**src/logic/regex_pkg.sv**
```systemverilog
package regex_pkg;

    //////////////////////////////
    // widths

    localparam int reg_width      = 32;
    localparam int wr_width       = 32; // write word, also the decoded word
    localparam int wr_addr_width  = 10;
    localparam int rd_width       = 64; // read line
    localparam int rd_addr_width  = 9;
    localparam int word_sel_width = 1;  // half of a read line
    localparam int pc_width       = 8;
    localparam int char_width     = 8;
    localparam int byte_sel_width = 2;  // character inside a word
    localparam int op_width       = 8;

    //////////////////////////////
    // host command and status codes

    localparam logic [reg_width-1:0] cmd_nop          = 32'd0;
    localparam logic [reg_width-1:0] cmd_write        = 32'd1;
    localparam logic [reg_width-1:0] cmd_read         = 32'd2;
    localparam logic [reg_width-1:0] cmd_start        = 32'd3;
    localparam logic [reg_width-1:0] cmd_restart      = 32'd4;
    localparam logic [reg_width-1:0] cmd_read_elapsed = 32'd5;
    localparam logic [reg_width-1:0] cmd_reset        = 32'd6;

    localparam logic [reg_width-1:0] status_idle     = 32'd0;
    localparam logic [reg_width-1:0] status_running  = 32'd1;
    localparam logic [reg_width-1:0] status_accepted = 32'd2;
    localparam logic [reg_width-1:0] status_rejected = 32'd3;
    localparam logic [reg_width-1:0] status_error    = 32'd4;

    // opcodes, anything else faults
    localparam logic [op_width-1:0] op_char   = 8'd1;
    localparam logic [op_width-1:0] op_any    = 8'd2;
    localparam logic [op_width-1:0] op_jmp    = 8'd3;
    localparam logic [op_width-1:0] op_accept = 8'd4;

    // engine states
    localparam int eng_state_width = 3;
    localparam logic [eng_state_width-1:0] eng_idle       = 3'd0;
    localparam logic [eng_state_width-1:0] eng_fetch      = 3'd1;
    localparam logic [eng_state_width-1:0] eng_decode     = 3'd2;
    localparam logic [eng_state_width-1:0] eng_char_fetch = 3'd3;
    localparam logic [eng_state_width-1:0] eng_compare    = 3'd4;

    // one ram word, read as an instruction or as four characters
    typedef union packed {
        struct packed {
            logic [op_width-1:0]                                  opcode;
            logic [char_width-1:0]                                literal;
            logic [pc_width-1:0]                                  target;
            logic [wr_width-op_width-char_width-pc_width-1:0]     spare;
        } instr;
        logic [wr_width/char_width-1:0][char_width-1:0] chars; // chars[0] is the low byte
    } mem_word_t;

endpackage

```
**src/logic/command_front.sv**
```systemverilog
`timescale 1ns/1ps

module command_front (
    input  logic                                clk,
    input  logic                                rst_master,
    input  logic [regex_pkg::reg_width-1:0]     data_in_register,
    input  logic [regex_pkg::reg_width-1:0]     address_register,
    input  logic [regex_pkg::reg_width-1:0]     start_cc_pointer_register,
    input  logic [regex_pkg::reg_width-1:0]     end_cc_pointer_register,
    input  logic [regex_pkg::reg_width-1:0]     cmd_register,
    output logic [regex_pkg::reg_width-1:0]     status_register,
    output logic [regex_pkg::reg_width-1:0]     data_o_register,
    output logic                                core_rst,
    output logic [regex_pkg::wr_addr_width-1:0] w_addr,
    output logic [regex_pkg::wr_width-1:0]      w_data,
    output logic                                w_en,
    output logic [regex_pkg::rd_addr_width-1:0] r_addr,
    output logic                                r_en,
    input  logic [regex_pkg::rd_width-1:0]      r_data,
    output logic                                start_valid,
    input  logic                                start_ready,
    input  logic [regex_pkg::rd_addr_width-1:0] mem_addr,
    input  logic                                mem_valid,
    output logic                                mem_ready,
    input  logic                                done,
    input  logic                                accept,
    input  logic                                fault
);
    import regex_pkg::*;

    logic [reg_width-1:0]      status_next;
    logic [reg_width-1:0]      elapsed;
    logic [reg_width-1:0]      elapsed_next;
    logic [word_sel_width-1:0] word_sel;

    assign core_rst = rst_master || (cmd_register == cmd_reset);
    assign word_sel = address_register[word_sel_width-1:0]; // half of the read line

    always_ff @(posedge clk)
    begin
        if (core_rst)
        begin
            status_register <= status_idle;
            elapsed         <= '0;
        end
        else
        begin
            status_register <= status_next;
            elapsed         <= elapsed_next;
        end
    end

    //////////////////////////////
    // command decode per status

    always_comb
    begin
        status_next     = status_register;
        elapsed_next    = elapsed;
        data_o_register = '0;
        w_addr          = '0;
        w_data          = '0;
        w_en            = 1'b0;
        r_addr          = '0;
        r_en            = 1'b0;
        mem_ready       = 1'b0;
        start_valid     = 1'b0;

        case (status_register)
            status_idle, status_accepted, status_rejected, status_error:
            begin
                case (cmd_register)
                    cmd_write:
                    begin
                        w_addr = address_register[wr_addr_width-1:0];
                        w_data = data_in_register[wr_width-1:0];
                        w_en   = 1'b1;
                    end
                    cmd_read:
                    begin
                        r_addr          = address_register[word_sel_width +: rd_addr_width];
                        r_en            = 1'b1;
                        data_o_register = r_data[word_sel * wr_width +: wr_width]; // valid a cycle later
                    end
                    cmd_read_elapsed: data_o_register = elapsed;
                    cmd_start:
                    begin
                        if (status_register == status_idle) // only from idle
                        begin
                            start_valid  = 1'b1;
                            r_addr       = mem_addr;
                            r_en         = mem_valid;
                            mem_ready    = 1'b1;
                            if (start_ready)
                            begin
                                status_next  = status_running;
                                elapsed_next = '0;
                            end
                        end
                    end
                    cmd_restart:
                    begin
                        if (status_register != status_idle)
                        begin
                            status_next = status_idle;
                        end
                    end
                    default: ;
                endcase
            end
            status_running:
            begin
                // engine owns the read port
                r_addr    = mem_addr;
                r_en      = mem_valid;
                mem_ready = 1'b1;
                if (fault)
                begin
                    status_next = status_error;
                end
                else if (done)
                begin
                    status_next = accept ? status_accepted : status_rejected;
                end
                if (~&elapsed)
                begin
                    elapsed_next = elapsed + 1'b1; // saturating
                end
            end
            default: status_next = status_idle;
        endcase
    end

endmodule

```
**config.mk**
```make
export PLATFORM = sky130hd
export DESIGN_NAME = command_front
export DESIGN_NICKNAME = d
export VERILOG_FILES = /design/src/logic/regex_pkg.sv /design/src/logic/command_front.sv
export SDC_FILE = /design/constraint.sdc
export NUM_CORES = 1
export LEC_CHECK = 0
export ABC_AREA = 1
export BUFFER_PORTS_ARGS = -buffer_cell sky130_fd_sc_hd__buf_4
export CAP_MARGIN = 15
export CORE_AREA = 2 2 140 142
export CTS_BUF_LIST = sky130_fd_sc_hd__clkbuf_8
export CTS_CLUSTER_DIAMETER = 50
export CTS_CLUSTER_SIZE = 16
export DETAILED_ROUTE_END_ITERATION = 12
export DIE_AREA = 0 0 142 144
export GPL_TIMING_DRIVEN = 0
export PLACE_DENSITY = 0.58
export SLEW_MARGIN = 20
export SYNTH_ARGS = -nofsm -noshare
export SYNTH_HDL_FRONTEND = slang
export SYNTH_SLANG_ARGS = --single-unit
```
**constraint.sdc**
```tcl
create_clock -name clk -period 3.15 [get_ports clk]
set_input_delay 0.63 -clock clk [delete_from_list [all_inputs] [get_ports clk]]
set_output_delay 0.63 -clock clk [all_outputs]
set_load 0.05 [all_outputs]
```
==> reports/metrics.yaml, run 1 <==
drive_gt1_share_pct: 29.5
slew_headroom_pct: 56.4
htreeDepth: 2
grtUsageTotal_pct: 20.0
root_buffer: "clkbuf_8"
die_x_um: 142
drt_first_pass_iters: 4
ir_worst_vdd_mv: 0.402
dpl.cell_count: 1357
synth_top_cells_by_area: "nand2_1 (29%), dfxtp_1 (16%), nor2_1 (11%), inv_1 (7.9%), a21oi_1 (7.0%)"
avgSynthCellArea_um2: 5.07
min_delay_path_depth: 2
syn2layout_area_growth_pct: 56.5
cpPeakStageDelay_ns: 0.23
cts_tree: "done"
die_area_um2: 20400
num-fill-cells: 2160
routed_wl_um: 20700
p_leak_nw: 3.54
clk_pin_slew_ns: 0.07
start_util_pct: 22.5
placement_rows: 51
period_share_pct: 94.9
regToRegEndpoint: "elapsed[7]$_SDFFE_PP0P_"
crit_slowest_cell: "nor3_4"
setup_viol: 0
final_core_util_pct: 35.2
crit_chain: "buf_4 -> nor2_1 -> nand2_1 -> nor2_4 -> nand2_1 -> nor3_4 -> buf_12 -> clkbuf_4 -> nand2_1 -> a21oi_1 -> buf_4"
stdcell_area_um2: 6720
final_common_cell: "nand2_1"
min-delay-start: "elapsed[31]$_SDFFE_PP0P_"
fin_nets: 1371
final.setup_skew_ns: 0.00375
yosysTopAreaCell: "nand2_1"
fmax_mhz: 334
ys.warnings.count: 0
status: "finished clean"
place.port_buffers: 243
whs_endpoint: "elapsed[31]$_SDFFE_PP0P_"
rr_startpoint: "elapsed[0]$_SDFFE_PP0P_"
antenna_cells: 0
multi_input_area_um2: 2990
timing_worst_setup_path_type: "in -> out"
maxSlewViolCount: 0
pin_count: 360
cts_hold_repair.buffers: 0
crit_path_max_fanout: 10
critPathCaptureType: "output port"
via_count: 6032
finalCriticalPeriod_ns: 2.99
worst-endpoint-required_ns: 2.52
viasPerCell: 4.41
synth_cell_types: 37
power.total_mw: 2.02
synthCells: 848
hold_class: "reg -> reg"
hold_slack_ns: 0.529
antenna_found_initial: 0
tightestPinTransition_ns: 0.653
grt.overflow.total: 0
cp.arrival_ns: 2.36
core_area_um2: 19100
cap_violations: 0
clk_latency_ns: 0.29
r2r_cells: 13
grt_start_max_net_pins: 20
cts.sinks: 35
hpwl_um: 17800
ant_nets: 0
start_kind: "input pin"
die_h_um: 144
rrSetupSlack_ns: 0.96
cts.path.max_buffers: 2
register_area_um2: 701
synth_top_area_share_pct: 29.4
yosysSeqAreaShare_pct: 16.3
drc: 0
stdcell_count: 1369
synth-seq-cells: 35
wl_per_cell_um: 15.1
hold_violations: 0
first_global_vias: 5682
drt_iter0_markers: 382
crit_path_frequent_cell: "nand2_1"
power_density_nw_per_um2: 301
synth.cell_area_um2: 4300
place_congestion: 0.967
layout_common_cells: "nand2_1 (335), buf_4 (273), nor2_1 (123)"
placed_area_um2: 6530
cts_buffers: 5
grt_pass1_wl_um: 31300
## layer usage
layer / vias to the layer above / track usage, % / share of wire, %
met4: 0 / 4.89 / 1.9
met5: - / 0 / 0
met2: 304 / 33.7 / 44
met1: 2589 / 24.3 / 41
met3: 20 / 7.12 / 13
li1: 3119 / - / -
## kinds of logic after synthesis
kind of cell               Yosys count  synth area share [%]
buffers and inverters              163                  17.7
DFF                                 35                  16.3
xor gates and xnor gates             7                  1.43
and+or+nand+nor                    557                  53.8
adders and majority gates            1                 0.291
other                                1                0.0873
AOI/OAI and AO/OA                   84                  10.4
## worst max-delay path, delay by kind of cell
family          cells  cell delay (ns)
simple gates        6             0.84
buf+inv             4             0.69
compound gates      1             0.19
## Yosys cell counts, drive strengths merged
library cell and number:
nand2 341, nor2 131, inv 98, a21oi 61, nand3 50, buf 48, dfxtp 35, nor3 18
clkbuf 16, o21ai 13, nand4 11, a21o 6, xor2 6, or2 4, a31oi 1, and3 1
clkinv 1, conb 1, ha 1, nor4 1, o211ai 1, o21a 1, o22ai 1, xnor2 1
## what timing repair did
action,CTS,global route
pin swaps,3,0
endpoints found under the setup margin,46,69
setup buffers,5,0
endpoints found under the hold margin,0,0
resized for setup,4,12
## worst max path at each step
stage                     endpoint        startpoint
3_3_place_gp   data_o_register[10]  cmd_register[15]
6_report       data_o_register[15]  cmd_register[13]
3_5_place_dp   data_o_register[10]  cmd_register[13]
4_1_cts        data_o_register[10]  cmd_register[31]
2_1_floorplan                 r_en  cmd_register[15]
5_1_grt        data_o_register[27]  cmd_register[29]
## through the flow
stage          setup TNS, ns  setup slack [ns]
2_1_floorplan              0             0.108
3_3_place_gp           -8.72            -0.386
3_5_place_dp           -8.48            -0.366
4_1_cts                    0            0.0156
5_1_grt             -0.00327          -0.00327
6_report                   0             0.160
## flip-flops by register name (all words and copies together) (netlist names)
name,count
status_register,3
elapsed,32
## where the power goes
group | switching, mW | leakage, nW | internal (mW)
logic | 0.843 | 3.21 | 0.375
registers | 0.0286 | 0.282 | 0.457
clock network | 0.171 | 0.0505 | 0.149
total | 1.04 | 3.54 | 0.981
## layout make-up
cell class / instances / share of cell area (%)
plain buffers: 63 / 5.83
clock buffers: 5 / 1.02
clock inverters: 3 / 0.186
inverters: 99 / 5.53
multi-input cells: 678 / 44.5
flip-flops and latches: 35 / 10.4
well taps: 238 / 4.43
repair buffers: 248 / 28.0
(Power assumes the default switching activity.)
==> inputs of run 2 (changes only) <==
--- a/config.mk
+++ b/config.mk
@@ -8,15 +8,17 @@
 export ABC_AREA = 1
 export BUFFER_PORTS_ARGS = -buffer_cell sky130_fd_sc_hd__buf_4
 export CAP_MARGIN = 15
-export CORE_AREA = 2 2 140 142
+export CORE_AREA = 2 2 139 141
 export CTS_BUF_LIST = sky130_fd_sc_hd__clkbuf_8
 export CTS_CLUSTER_DIAMETER = 50
 export CTS_CLUSTER_SIZE = 16
 export DETAILED_ROUTE_END_ITERATION = 12
-export DIE_AREA = 0 0 142 144
+export DIE_AREA = 0 0 141 143
 export GPL_TIMING_DRIVEN = 0
-export PLACE_DENSITY = 0.58
+export PLACE_DENSITY = 0.59
+export REMOVE_ABC_BUFFERS = 1
 export SLEW_MARGIN = 20
 export SYNTH_ARGS = -nofsm -noshare
 export SYNTH_HDL_FRONTEND = slang
 export SYNTH_SLANG_ARGS = --single-unit
+export TNS_END_PERCENT = 10
==> constraint.sdc (replaced) <==
create_clock -name clk -period 3.3 [get_ports clk]
set_input_delay 0.66 -clock clk [delete_from_list [all_inputs] [get_ports clk]]
set_output_delay 0.66 -clock clk [all_outputs]
set_load 0.05 [all_outputs]
==> run 2 against run 1 <==
Effect of this change:
- register-to-register slack worse by 0.17 ns
- die area down 1.4%
- count of clock-buffer cells in the layout is 2 higher
- sequential power shrank 5.3%
- wire length is 11% lower
- non-clock buffer count shrank 60
- sequential cell count unchanged
- setup slack better by 0.021 ns
- clock power grew 10%
- first-iteration DRC count fell by 39%
- combinational power down 9.8%
==> reports/metrics.yaml, run 2 (synthesis results as in run 1) <==
cts.sinks: 35
place.port_buffers: 244
power_density_nw_per_um2: 297
placed_area_um2: 6230
register_area_um2: 701
first_global_vias: 5131
clk_latency_ns: 0.29
start_kind: "flip-flop"
num-fill-cells: 2103
finalCriticalPeriod_ns: 3.12
worst-endpoint-required_ns: 2.64
cp.arrival_ns: 2.46
timing_worst_setup_path_type: "reg -> out"
grt_pass1_wl_um: 27500
cts_buffers: 5
via_count: 5749
largest_registers: "elapsed (32), status_register (3)"
cts_hold_repair.buffers: 0
maxSlewViolCount: 0
hold_slack_ns: 0.516
htreeDepth: 2
drive_gt1_share_pct: 27.7
placement_rows: 50
fmax_mhz: 321
period_share_pct: 94.5
critPathCaptureType: "output port"
fin_setup_tns_ns: 0
die_x_um: 141
hold_class: "reg -> reg"
crit_path_max_fanout: 32
power.total_mw: 1.92
pin_count: 360
cts.path.max_buffers: 2
final.setup_skew_ns: 0.00556
slew_headroom_pct: 49.9
multi_input_area_um2: 3040
core_area_um2: 18600
grtUsageTotal_pct: 17.4
final_common_cell: "nand2_1"
antenna_found_initial: 0
ir_worst_vdd_mv: 0.154
die_h_um: 143
start_util_pct: 23.1
die_area_um2: 20200
routed_wl_um: 18400
drt_first_pass_iters: 7
drc: 0
drt_iter0_markers: 233
root_buffer: "clkbuf_8"
layout_common_cells: "nand2_1 (333), buf_4 (247), nor2_1 (123)"
largest_reg_flops: 32
ant_nets: 0
p_leak_nw: 3.33
hpwl_um: 14700
cts_tree: "done"
hold_violations: 0
grt.overflow.total: 0
rsz0062_at_grt: "no"
stdcell_area_um2: 6450
place_congestion: 0.925
wl_per_cell_um: 14.1
setup_viol: 0
antenna_cells: 0
tightestPinTransition_ns: 0.747
fin_nets: 1313
grt_start_max_net_pins: 34
status: "finished clean"
final_core_util_pct: 34.7
syn2layout_area_growth_pct: 50.2
cap_violations: 0
clk_pin_slew_ns: 0.07
viasPerCell: 4.40
top_register: "elapsed"
-- run 2: changes by cell type in the layout (fill, tap and decap cells not counted), sizes merged --
cell | before | now
buf | 292 | 251
clkbuf | 24 | 7
clkinv | 2 | 1
clkinvlp | 0 | 1
inv | 100 | 98
nand4 | 11 | 13
-- run 2: metrics by stage --
stage          setup slack, ns  std cells
3_5_place_dp            -0.768       1294
4_1_cts                -0.0432       1304
6_report                 0.181       1307
3_3_place_gp             -1.76       1290
5_1_grt                0.00123       1307
2_1_floorplan           -0.615        812
-- run 2: routing by layer --
metal	wire, um	global-route usage, %
met1	7700	20.5
met2	9270	32.8
met3	1160	3.22
met4	289	3.89
met5	0	0
-- run 2: critical path, stage by stage (launching register included) --
cell,delay (ns)
dfxtp_1,0.44
nor2_2,0.09
nand2_2,0.30
clkinvlp_4,0.67
nor2_1,0.26
inv_1,0.07
nand2_1,0.06
o21ai_0,0.07
buf_4,0.20
-- run 2: timing repair --
action	4_1_cts	5_1_grt
buffers inserted	0	3
resized for setup	10	2
endpoints found under the setup margin	71	57
pin swaps	1	2
gates cloned	2	0
-- run 2: area by class of cell --
type | count | share of cell area [%]
Timing Repair Buffer | 251 | 30.1
Inverter | 99 | 5.82
Sequential cell | 35 | 10.9
Multi-Input combinational cell | 680 | 47.2
Clock inverter | 1 | 0.0582
Tap cell | 234 | 4.54
Clock buffer | 7 | 1.49
-- run 2: power by group --
group | internal [mW] | switching, mW | total [mW]
clock | 0.188 | 0.165 | 0.352
combinational | 0.325 | 0.777 | 1.10
sequential | 0.437 | 0.0236 | 0.460
-- run 2: worst paths after layout --
kind / startpoint / end / slack, ns / cells past startpoint
worst min-delay path: elapsed[1]$_SDFFE_PP0P_ / elapsed[1]$_SDFFE_PP0P_ / 0.52 / 2
worst max-delay path: status_register[2]$_SDFFE_PP0P_ / r_en / 0.18 / 8
worst min register to register: elapsed[1]$_SDFFE_PP0P_ / elapsed[1]$_SDFFE_PP0P_ / 0.52 / 2
worst max register to register: status_register[2]$_SDFFE_PP0P_ / status_register[1]$_SDFFE_PP0P_ / 0.79 / 10
