--- src/logic/regex_pkg.sv ---
package regex_pkg;

    //////////////////////////////
    // widths

    localparam int reg_width      = 32;
    localparam int wr_width       = 32; // write word, also the decoded word
    localparam int wr_addr_width  = 10;
    localparam int rd_width       = 64; // read line
    localparam int rd_addr_width  = 9;
    localparam int word_sel_width = 1;  // half of a read line
    localparam int pc_width       = 8;
    localparam int char_width     = 8;
    localparam int byte_sel_width = 2;  // character inside a word
    localparam int op_width       = 8;

    //////////////////////////////
    // host command and status codes

    localparam logic [reg_width-1:0] cmd_nop          = 32'd0;
    localparam logic [reg_width-1:0] cmd_write        = 32'd1;
    localparam logic [reg_width-1:0] cmd_read         = 32'd2;
    localparam logic [reg_width-1:0] cmd_start        = 32'd3;
    localparam logic [reg_width-1:0] cmd_restart      = 32'd4;
    localparam logic [reg_width-1:0] cmd_read_elapsed = 32'd5;
    localparam logic [reg_width-1:0] cmd_reset        = 32'd6;

    localparam logic [reg_width-1:0] status_idle     = 32'd0;
    localparam logic [reg_width-1:0] status_running  = 32'd1;
    localparam logic [reg_width-1:0] status_accepted = 32'd2;
    localparam logic [reg_width-1:0] status_rejected = 32'd3;
    localparam logic [reg_width-1:0] status_error    = 32'd4;

    // opcodes, anything else faults
    localparam logic [op_width-1:0] op_char   = 8'd1;
    localparam logic [op_width-1:0] op_any    = 8'd2;
    localparam logic [op_width-1:0] op_jmp    = 8'd3;
    localparam logic [op_width-1:0] op_accept = 8'd4;

    // engine states
    localparam int eng_state_width = 3;
    localparam logic [eng_state_width-1:0] eng_idle       = 3'd0;
    localparam logic [eng_state_width-1:0] eng_fetch      = 3'd1;
    localparam logic [eng_state_width-1:0] eng_decode     = 3'd2;
    localparam logic [eng_state_width-1:0] eng_char_fetch = 3'd3;
    localparam logic [eng_state_width-1:0] eng_compare    = 3'd4;

    // one ram word, read as an instruction or as four characters
    typedef union packed {
        struct packed {
            logic [op_width-1:0]                                  opcode;
            logic [char_width-1:0]                                literal;
            logic [pc_width-1:0]                                  target;
            logic [wr_width-op_width-char_width-pc_width-1:0]     spare;
        } instr;
        logic [wr_width/char_width-1:0][char_width-1:0] chars; // chars[0] is the low byte
    } mem_word_t;

endpackage

--- src/logic/regex_engine.sv ---
`timescale 1ns/1ps

module regex_engine (
    input  logic                                clk,
    input  logic                                core_rst,
    input  logic                                start_valid,
    output logic                                start_ready,
    input  logic [regex_pkg::reg_width-1:0]     start_cc_pointer,
    input  logic [regex_pkg::reg_width-1:0]     end_cc_pointer,
    output logic [regex_pkg::rd_addr_width-1:0] mem_addr,
    output logic                                mem_valid,
    input  logic                                mem_ready,
    input  logic [regex_pkg::rd_width-1:0]      mem_data,
    output logic                                done,
    output logic                                accept,
    output logic                                fault
);
    import regex_pkg::*;

    logic [eng_state_width-1:0] state;
    logic [eng_state_width-1:0] state_next;
    logic [pc_width-1:0]        pc;
    logic [pc_width-1:0]        pc_next;
    logic [reg_width-1:0]       ptr;
    logic [reg_width-1:0]       ptr_next;
    logic [reg_width-1:0]       end_ptr;
    logic [reg_width-1:0]       end_next;
    mem_word_t                  instr_q;
    mem_word_t                  instr_next;
    mem_word_t                  fetch_word;
    mem_word_t                  char_word;
    logic [char_width-1:0]      cur_char;
    logic                       exhausted;

    // the same line read two ways
    assign fetch_word = mem_data[pc[word_sel_width-1:0] * wr_width +: wr_width];
    assign char_word  = mem_data[ptr[byte_sel_width +: word_sel_width] * wr_width +: wr_width];
    assign cur_char   = char_word.chars[ptr[byte_sel_width-1:0]];
    assign exhausted  = ptr > end_ptr; // end pointer is the last character

    always_ff @(posedge clk)
    begin
        if (core_rst)
        begin
            state <= eng_idle;
        end
        else
        begin
            state <= state_next;
        end
    end

    always_ff @(posedge clk)
    begin
        pc      <= pc_next;
        ptr     <= ptr_next;
        end_ptr <= end_next;
        instr_q <= instr_next;
    end

    //////////////////////////////
    // interpreter

    always_comb
    begin
        state_next  = state;
        pc_next     = pc;
        ptr_next    = ptr;
        end_next    = end_ptr;
        instr_next  = instr_q;
        start_ready = (state == eng_idle);
        mem_valid   = 1'b0;
        mem_addr    = '0;
        done        = 1'b0;
        accept      = 1'b0;
        fault       = 1'b0;

        case (state)
            eng_idle:
            begin
                if (start_valid)
                begin
                    pc_next    = '0;
                    ptr_next   = start_cc_pointer;
                    end_next   = end_cc_pointer;
                    state_next = eng_fetch;
                end
            end
            eng_fetch:
            begin
                mem_valid = 1'b1;
                mem_addr  = rd_addr_width'(pc[pc_width-1:word_sel_width]); // two instrs per line
                if (mem_ready)
                begin
                    state_next = eng_decode;
                end
            end
            eng_decode:
            begin
                instr_next = fetch_word; // keep it, the line gets replaced
                case (fetch_word.instr.opcode)
                    op_char, op_any:
                    begin
                        if (exhausted)
                        begin
                            done       = 1'b1; // out of text, reject
                            state_next = eng_idle;
                        end
                        else
                        begin
                            state_next = eng_char_fetch;
                        end
                    end
                    op_jmp:
                    begin
                        pc_next    = fetch_word.instr.target;
                        state_next = eng_fetch;
                    end
                    op_accept:
                    begin
                        done       = 1'b1;
                        accept     = 1'b1;
                        state_next = eng_idle;
                    end
                    default:
                    begin
                        done       = 1'b1;
                        fault      = 1'b1;
                        state_next = eng_idle;
                    end
                endcase
            end
            eng_char_fetch:
            begin
                mem_valid = 1'b1;
                mem_addr  = ptr[byte_sel_width+word_sel_width +: rd_addr_width];
                if (mem_ready)
                begin
                    state_next = eng_compare;
                end
            end
            eng_compare:
            begin
                if (instr_q.instr.opcode == op_any || cur_char == instr_q.instr.literal)
                begin
                    pc_next    = pc + 1'b1;
                    ptr_next   = ptr + 1'b1;
                    state_next = eng_fetch;
                end
                else
                begin
                    done       = 1'b1; // mismatch
                    state_next = eng_idle;
                end
            end
            default: state_next = eng_idle;
        endcase
    end

endmodule

--- config.mk ---
export PLATFORM = sky130hd
export DESIGN_NAME = regex_engine
export DESIGN_NICKNAME = d
export VERILOG_FILES = /design/src/logic/regex_pkg.sv /design/src/logic/regex_engine.sv
export SDC_FILE = /design/constraint.sdc
export NUM_CORES = 1
export LEC_CHECK = 0
export BUFFER_PORTS_ARGS = -buffer_cell sky130_fd_sc_hd__buf_2
export CELL_PAD_IN_SITES_DETAIL_PLACEMENT = 1
export CELL_PAD_IN_SITES_GLOBAL_PLACEMENT = 1
export CORE_UTILIZATION = 38
export DETAILED_ROUTE_END_ITERATION = 10
export GPL_TIMING_DRIVEN = 0
export PLACE_DENSITY = 0.73
export SYNTH_ARGS = -nofsm -noshare
export SYNTH_HDL_FRONTEND = slang
export SYNTH_SLANG_ARGS = --single-unit
--- constraint.sdc ---
create_clock -name clk -period 6.7 [get_ports clk]
set_input_delay 1.34 -clock clk [delete_from_list [all_inputs] [get_ports clk]]
set_output_delay 1.34 -clock clk [all_outputs]
set_load 0.02 [all_outputs]
==> impl_metrics.json, run 1 <==
{
  "place_congestion": 0.856,
  "cts_buffers": 9,
  "synth_top_family_by_area": "simple AND/OR/NAND/NOR gates",
  "drt_iter0_markers": 175,
  "grt_max_degree": 33,
  "cp_data_arrival_time_ps": 3570,
  "portBuffers": 145,
  "clkSlewWorstSetupHoldPaths_ps": 70,
  "chipHeight_um": 126,
  "hold_class": "reg -> reg",
  "antennaDiodeCount": 0,
  "syn_inst": 541,
  "ir_drop_v": 0.000139,
  "grtUsageMet3_pct": 2.95,
  "synth_fa_ha_area_share_pct": 7.24,
  "multi_input_area_um2": 2900,
  "grt.met1_usage_pct": 28.9,
  "fin_crit_ps": 4910,
  "tns_ps": 0,
  "fmaxAchievable_mhz": 204,
  "worst_pin_slew_ps": 950,
  "cp.required_ps": 5360,
  "skew_ps": 8.11,
  "synthMuxAreaShare_pct": 12.4,
  "wirelength_um": 17100,
  "initial_core_util_pct": 38.8,
  "detail-route-antenna-nets": 0,
  "drv_slew": 0,
  "path_class": "in -> out",
  "drv_cap": 0,
  "gr-total-overflow": 0,
  "clk_latency_ps": 350,
  "num-fill-cells": 1720,
  "cts_max_level": 3,
  "synth-simple-area-share_pct": 13.8,
  "core_um2": 15100,
  "fin_crit_sh_pct": 73.3,
  "hpwl_um": 13500,
  "ys_ff_latch": 91,
  "post_cts_buffers": 0,
  "drc_errors": 0,
  "synth.avg_cell_area_um2": 10.9,
  "fp-row-count": 45,
  "cts_resized": 0,
  "synth_compound_area_share_pct": 8.82,
  "netlist_area_um2": 5880,
  "placed_area_um2": 6850,
  "first_global_vias": 5216,
  "dieArea_um2": 16000,
  "stdcell_area_um2": 7150,
  "cts_tree": "done",
  "vias_per_cell": 5.36,
  "p_leak_uw": 0.00301,
  "synth-edff-count": 88,
  "dr.pass1.iters": 4,
  "die_w_um": 126,
  "fin_nets": 863,
  "num_vias": 4772,
  "met2_usage_pct": 39.0,
  "yosys_warnings": 0,
  "grtUsageTotal_pct": 22.4,
  "hold_viol": 0,
  "holdBufCountCts": 0,
  "synth-seq-area-share_pct": 46.0,
  "yosys_most_used_dff": "edfxtp_1",
  "area_growth_pct": 21.6,
  "cp-start-kind": "input port",
  "power_density_nw_per_um2": 235,
  "clk_path_buf_depth": 2,
  "grt_pass1_wl_um": 27100,
  "yosys.cell_types.count": 59,
  "drive_gt1_share_pct": 29.1,
  "crit_path_max_fanout": 4,
  "cts_sinks": 91,
  "timing.hold.ws_ps": 640,
  "seq_area_um2": 2700,
  "async_flop_share_pct": 0,
  "synth_nets": 707,
  "rsz0062_at_grt": "no",
  "wl_per_cell_um": 19.2,
  "antenna_found_initial": 0,
  "status": "finished, final reports clean",
  "root_buffer": "clkbuf_16",
  "cp-end-kind": "output port",
  "synth_xor_area_share_pct": 7.01,
  "setup_viol": 0,
  "ioPinCount": 146,
  "maxSlewHeadroom_pct": 36.5,
  "grt.busiest_layer": "met2"
}
-- flip-flops by register name (all words and copies together) (netlist names) --
signal	flops
state	3
pc	8
instr_q	16
end_ptr	32
ptr	32
-- metal layers --
layer	vias to the layer above	routed length, µm
met2	125	8390
met5	-	0
met3	18	565
li1	2299	-
met1	2330	7860
met4	0	267
-- synth_stat cells, drive strengths merged (3+ instances only) --
cell    number  area [µm²]
a21oi       15        78.8
a221oi       4        35.0
and2         3        18.8
and3         4        25.0
and4         3        27.5
buf          8        75.1
clkbuf      12        45.0
dfxtp        3        60.1
edfxtp      88        2640
ha          34         425
inv         42         158
mux2        22         248
mux2i       28         280
mux4         8         199
nand2       63         236
nand2b       3        18.8
nand3       20         110
nand4       11        68.8
nor2        31         116
nor2b        4        25.0
nor3         8        61.3
nor4         7        56.3
o21ai       40         200
o22ai       10        62.6
xnor2       19         166
xor2        28         245
-- path summary, 6_finish.rpt --
check | depth (start not counted) | from | slack, ps | end
setup / recovery | 8 | mem_data[25] | 1790 | done
hold / removal | 3 | state[2]$_SDFFE_PP0P_ | 640 | state[1]$_SDFFE_PP0P_
setup reg to reg | 9 | ptr[1]$_DFFE_PP_ | 3130 | ptr[0]$_DFFE_PP_
hold reg to reg | 3 | state[2]$_SDFFE_PP0P_ | 640 | state[1]$_SDFFE_PP0P_
-- power breakdown --
part	switching [µW]	internal, µW
combinational	229	168
clock	233	291
sequential	51.1	706
-- cell type report --
class	count	area share, %
Multi-Input combinational cell	387	40.6
Sequential cell	91	37.8
Timing Repair Buffer	145	10.2
Tap cell	188	3.29
Clock buffer	9	3.15
Inverter	43	2.26
Buffer	20	1.68
Clock inverter	7	1.07
-- critical path, stage by stage --
cell	delay, ps
buf_2	130
mux4_1	590
mux2i_1	200
xnor2_1	80
nor4_1	620
a21oi_2	210
o2bb2ai_1	210
buf_2	190
-- per-stage QoR --
step                worst slack [ps]  utilization [%]  power, µW  std cells
floorplan                       2400                -       1010        541
detailed placement              1820             45.2       1170        874
CTS                             1810             47.2       1700        890
global route                    1670             47.2       1750        890
finish                          1790             47.2       1680        890
global placement                1030             45.1       1140        874
-- cell usage in the layout, fill, tap and decap left out, drive strengths merged, types with 5 or more instances in the layout --
| cell type | count |
|---|---|
| inv | 43 |
| nor3 | 8 |
| mux2i | 28 |
| o22ai | 10 |
| clkbuf | 21 |
| xnor2 | 19 |
| buf | 153 |
| xor2 | 28 |
| mux4 | 8 |
| nor4 | 7 |
| ha | 34 |
| edfxtp | 88 |
| nand4 | 11 |
| o21ai | 40 |
| a21oi | 15 |
| nor2 | 31 |
| mux2 | 22 |
| clkinv | 5 |
| nand3 | 20 |
| nand2 | 63 |
-- logic make-up (layout without fill, tap and decap cells) --
group | count (synthesis) | in the layout
buffers and inverters | 63 | 224
and+or+nand+nor | 162 | 162
muxes | 58 | 58
AOI/OAI and AO/OA | 86 | 86
xor gates and xnor gates | 47 | 47
DFF | 91 | 91
adders and majority gates | 34 | 34
Note: power is estimated with default switching activity, not from simulation.
==> inputs of run 2 (changes only) <==
--- a/config.mk
+++ b/config.mk
@@ -11,7 +11,7 @@
 export CORE_UTILIZATION = 38
 export DETAILED_ROUTE_END_ITERATION = 10
 export GPL_TIMING_DRIVEN = 0
-export PLACE_DENSITY = 0.73
+export PLACE_DENSITY = 0.76
 export SYNTH_ARGS = -nofsm -noshare
 export SYNTH_HDL_FRONTEND = slang
 export SYNTH_SLANG_ARGS = --single-unit
==> constraint.sdc (replaced) <==
create_clock -name clk -period 4.4 [get_ports clk]
set_input_delay 0.88 -clock clk [delete_from_list [all_inputs] [get_ports clk]]
set_output_delay 0.88 -clock clk [all_outputs]
set_load 0.02 [all_outputs]
==> impl_metrics.json, run 2 (same netlist as run 1, synthesis figures left out) <==
{
  "grt_pass1_wl_um": 26300,
  "grt.met1_usage_pct": 26.3,
  "drc_errors": 0,
  "area_growth_pct": 20.8,
  "num_vias": 4796,
  "clk_latency_ps": 350,
  "reg_top3": "end_ptr: 32 flops, ptr: 32 flops, instr_q: 16 flops",
  "die_w_um": 126,
  "tns_ps": 0,
  "place_congestion": 0.889,
  "hold_class": "reg -> reg",
  "gr-total-overflow": 0,
  "p_leak_uw": 0.00299,
  "cp.required_ps": 3520,
  "cp-end-kind": "output port",
  "hold_viol": 0,
  "wl_per_cell_um": 18.6,
  "maxSlewHeadroom_pct": 32.0,
  "root_buffer": "clkbuf_16",
  "status": "finished, final reports clean",
  "met2_usage_pct": 37.8,
  "skew_ps": 7.35,
  "initial_core_util_pct": 38.8,
  "grtUsageMet3_pct": 4.68,
  "antennaDiodeCount": 0,
  "cts_sinks": 91,
  "power_density_nw_per_um2": 345,
  "cts_buffers": 9,
  "mostFrequentLayoutCell": "buf_2",
  "cp_data_arrival_time_ps": 3040,
  "setup_viol": 0,
  "cp-start-kind": "flop",
  "cts_max_level": 3,
  "first_global_vias": 5198,
  "cpMaxStageDelayCell": "nor4_1",
  "drive_gt1_share_pct": 28.3,
  "drv_cap": 0,
  "clk_path_buf_depth": 2,
  "setup_slack_ps": 479,
  "max_stage_delay_ps": 690,
  "mostFrequentLayoutCells": "buf_2, edfxtp_1, nand2_1",
  "dieArea_um2": 16000,
  "drt_iter0_markers": 290,
  "cts_resized": 0,
  "dpl_worst_slack_ps": 579,
  "fin_nets": 863,
  "grtUsageTotal_pct": 21.5,
  "cts_tree": "done",
  "crit_path_max_fanout": 5,
  "timing.hold.ws_ps": 675,
  "grt.busiest_layer": "met2",
  "fin_crit_sh_pct": 89.1,
  "seq_area_um2": 2700,
  "antenna_found_initial": 0,
  "cp_cell_sequence": "ha_1, nand4_1, nor4_1, a21boi_0, o31a_1, o31ai_1, o2bb2ai_1, buf_2",
  "dr.pass1.iters": 5,
  "path_class": "reg -> out",
  "ir_drop_v": 0.000217,
  "fp-row-count": 45,
  "portBuffers": 145,
  "num-fill-cells": 1721,
  "worst_pin_slew_ps": 1020,
  "wirelength_um": 16600,
  "chipHeight_um": 126,
  "post_cts_buffers": 0,
  "drv_slew": 0,
  "multi_input_area_um2": 2900,
  "clkSlewWorstSetupHoldPaths_ps": 60,
  "ioPinCount": 146,
  "fin_crit_ps": 3920,
  "rsz0062_at_grt": "no",
  "detail-route-antenna-nets": 0,
  "hpwl_um": 13100,
  "fmaxAchievable_mhz": 255,
  "holdBufCountCts": 0,
  "vias_per_cell": 5.39,
  "core_um2": 15100,
  "grt_max_degree": 33
}
==> run 2: cell types whose count changed in the layout (fill, tap and decap cells not counted) <==
cell | previous run | this run
clkinv_2 | 0 | 1
clkinv_4 | 3 | 0
clkinvlp_4 | 1 | 0
bufinv_16 | 1 | 0
clkbuf_1 | 12 | 18
inv_6 | 1 | 0
clkinv_1 | 2 | 1
==> run 2: path summary, 6_finish.rpt <==
check                           slack [ps]  depth (start not counted)             startpoint                    end
worst max-delay path                   480                          8      ptr[14]$_DFFE_PP_                   done
worst min-delay path                   670                          3  state[2]$_SDFFE_PP0P_  state[1]$_SDFFE_PP0P_
worst max register to register         920                          9       ptr[1]$_DFFE_PP_      ptr[27]$_DFFE_PP_
worst min register to register         670                          3  state[2]$_SDFFE_PP0P_  state[1]$_SDFFE_PP0P_
==> run 2: metal layers <==
layer	wire length, µm	share of wire [%]
met1	7170	43
met2	8270	50
met4	294	1.8
met5	0	0
met3	817	4.9
==> run 2: report_power, final <==
group	internal, µW	switching (µW)	leakage [µW]
clock	384	320	0.000122
combinational	254	344	0.00201
sequential	1070	76.4	0.000860
==> run 2: critical path, delay by kind of cell (launching register included) <==
kind | cells | cell delay [ps]
AO/OA/AOI/OAI | 4 | 790
adder cells (fa/ha/maj) | 1 | 370
buffers and inverters | 1 | 210
flip-flops | 1 | 460
AND/OR/NAND/NOR | 2 | 870
==> run 2: area by class of cell <==
| type | instances | share of cell area [%] |
|---|---|---|
| buffer | 20 | 1.69 |
| clock inverter | 1 | 0.0705 |
| sequential | 91 | 38.1 |
| inverter | 43 | 2.27 |
| multi-input combinational | 387 | 40.9 |
| timing repair buffer | 145 | 10.2 |
| clock buffer | 15 | 3.49 |
| tap | 188 | 3.31 |
==> run 2: stage by stage <==
stage | utilization, % | power (µW) | instance area, µm² | cells
after floorplan | - | 1540 | 5880 | 541
after global placement | 45.1 | 1740 | 6840 | 874
after detailed placement | 45.2 | 1770 | 6850 | 874
after CTS | 46.9 | 2480 | 7100 | 890
after global routing | 46.9 | 2570 | 7100 | 890
final | 46.9 | 2450 | 7100 | 890
==> inputs of run 3 (changes only) <==
--- a/config.mk
+++ b/config.mk
@@ -11,7 +11,8 @@
 export CORE_UTILIZATION = 38
 export DETAILED_ROUTE_END_ITERATION = 10
 export GPL_TIMING_DRIVEN = 0
-export PLACE_DENSITY = 0.76
+export PLACE_DENSITY = 0.73
+export REMOVE_ABC_BUFFERS = 1
 export SYNTH_ARGS = -nofsm -noshare
 export SYNTH_HDL_FRONTEND = slang
 export SYNTH_SLANG_ARGS = --single-unit
==> constraint.sdc (replaced) <==
create_clock -name clk -period 3.7 [get_ports clk]
set_input_delay 0.74 -clock clk [delete_from_list [all_inputs] [get_ports clk]]
set_output_delay 0.74 -clock clk [all_outputs]
set_load 0.02 [all_outputs]
==> impl_metrics.json, run 3 (same netlist as run 1, synthesis figures left out) <==
{
  "gr-total-overflow": 0,
  "fp-row-count": 45,
  "cpMaxStageDelayCell": "edfxtp_1",
  "fin_nets": 861,
  "holdBufCountCts": 0,
  "reg_top3": "end_ptr: 32 flops, ptr: 32 flops, instr_q: 16 flops",
  "cp_cell_sequence": "ha_1, a21oi_1, o21ai_0, a221o_1, o31a_1, o31ai_2, o2bb2ai_2, buf_2",
  "status": "finished, final reports clean",
  "ir_drop_v": 0.000251,
  "num_vias": 4745,
  "drc_errors": 0,
  "cts_buffers": 9,
  "fin_crit_sh_pct": 96.1,
  "fin_crit_ps": 3560,
  "cp-start-kind": "flop",
  "cts_tree": "done",
  "p_comb_share_pct": 23.7,
  "critPathTopFamily": "compound AO/OA/AOI/OAI gates",
  "crit_buf_inv": 1,
  "power_frac_seq_pct": 44.0,
  "hold_end": "end_ptr[24]$_DFFE_PP_",
  "power_frac_clock_pct": 32.3,
  "clk_latency_ps": 360,
  "hold_depth": 1,
  "dpl_worst_slack_ps": -200,
  "root_buffer": "clkbuf_16",
  "num-fill-cells": 1723,
  "path_class": "reg -> out",
  "dieArea_um2": 16000,
  "power_uw": 3110,
  "power_density_nw_per_um2": 428,
  "r2r_cells": 7,
  "drv_slew": 0,
  "mostFrequentLayoutCells": "buf_2, edfxtp_1, nand2_1",
  "cts_max_level": 3,
  "skew_ps": 7.04,
  "hp-start": "end_cc_pointer[24]",
  "r2r-end": "pc[5]$_DFFE_PP_",
  "clkSlewWorstSetupHoldPaths_ps": 70,
  "antenna_found_initial": 1,
  "detail-route-antenna-nets": 0,
  "die_w_um": 126,
  "p_leak_uw": 0.00308,
  "wl_per_cell_um": 18.2,
  "maxSlewHeadroom_pct": 44.6,
  "initial_core_util_pct": 38.8,
  "switchingPower_uw": 924,
  "chipHeight_um": 126,
  "mostFrequentLayoutCell": "buf_2",
  "cp_data_arrival_time_ps": 2820,
  "first_global_vias": 4959,
  "setup_viol": 0,
  "cp-end-kind": "output port",
  "core_um2": 15100,
  "drive_gt1_share_pct": 31.7,
  "vias_per_cell": 5.33,
  "fmaxAchievable_mhz": 281,
  "setup_slack_ps": 145,
  "hold_viol": 0,
  "clk_path_buf_depth": 2,
  "wirelength_um": 16200,
  "area_growth_pct": 23.8,
  "grt_max_degree": 55,
  "dr.pass1.iters": 4,
  "rr_startpoint": "ptr[2]$_DFFE_PP_",
  "grt_pass1_wl_um": 25700,
  "max_stage_delay_ps": 470,
  "p_int_uw": 2190,
  "place_congestion": 0.826,
  "hpwl_um": 12100,
  "cp.required_ps": 2960,
  "hold_class": "in -> reg",
  "switching_share_pct": 29.7,
  "portBuffers": 145,
  "drv_cap": 0,
  "ff2ff_setup_slack_ps": 700,
  "ioPinCount": 146,
  "worst_pin_slew_ps": 831,
  "rsz0062_at_grt": "no",
  "cts_sinks": 91,
  "crit_path_max_fanout": 4,
  "grtUsageTotal_pct": 21.0,
  "drt_iter0_markers": 215
}
## run 3: cell count changes in the layout (fill, tap and decap cells not counted), moves of 2 or more
cell | before | now
buf_4 | 0 | 14
buf_1 | 2 | 0
bufinv_16 | 0 | 2
buf_6 | 6 | 1
clkinvlp_4 | 0 | 3
clkbuf_1 | 18 | 0
nor4_4 | 0 | 2
diode_2 | 0 | 2
## run 3: how the worst max path moves through the flow
stage | start | end | slack [ps] | cells after the start
6_report | ptr[7]$_DFFE_PP_ | done | 140 | 8
3_3_place_gp | ptr[1]$_DFFE_PP_ | ptr[24]$_DFFE_PP_ | -1550 | 7
4_1_cts | ptr[14]$_DFFE_PP_ | done | 10 | 8
3_5_place_dp | ptr[1]$_DFFE_PP_ | done | -200 | 8
2_1_floorplan | ptr[1]$_DFFE_PP_ | ptr[0]$_DFFE_PP_ | -210 | 7
5_1_grt | ptr[14]$_DFFE_PP_ | done | 30 | 8
## run 3: layer usage
metal  part of all wire (%)  vias up  wire [µm]  track usage, %
li1                       -     2293          -               -
met1                     44     2305       7180            27.3
met2                     49      129       7910            35.5
met3                    4.7       18        759            3.12
met4                    2.1        0        343            8.08
met5                      0        -          0               0
## run 3: power groups by stage
stage | Clock [µW] | Combinational (µW) | Sequential [µW]
floorplan | 0 | 424 | 1390
global placement | 0 | 613 | 1430
detailed placement | 0 | 660 | 1430
CTS | 1020 | 735 | 1370
global route | 1060 | 819 | 1380
finish | 1010 | 739 | 1370
## run 3: repair_timing
item,CTS,global route
buffers inserted,13,3
gates resized for setup,4,4
pin swaps,1,3
endpoints found under the setup margin,1,2
## run 3: stage by stage
stage,utilization [%],TNS [ps],hold slack (ps),instance area [µm²],instances
final,48.0,0,554,7270,890
after global placement,44.3,-49540,657,6720,854
after global routing,48.0,0,547,7270,889
after detailed placement,44.7,-200,685,6780,856
after CTS,47.7,0,549,7230,885
after floorplan,-,-6570,586,5760,521
## run 3: cell type report
cell class	count	area (µm²)	area share, %
inverters	43	165	2.27
well taps	188	235	3.23
clock inverters	7	92.6	1.27
clock buffers	9	225	3.10
multi-input cells	387	2940	40.5
repair buffers	163	905	12.4
flip-flops and latches	91	2700	37.2
diodes	2	5.00	0.0688
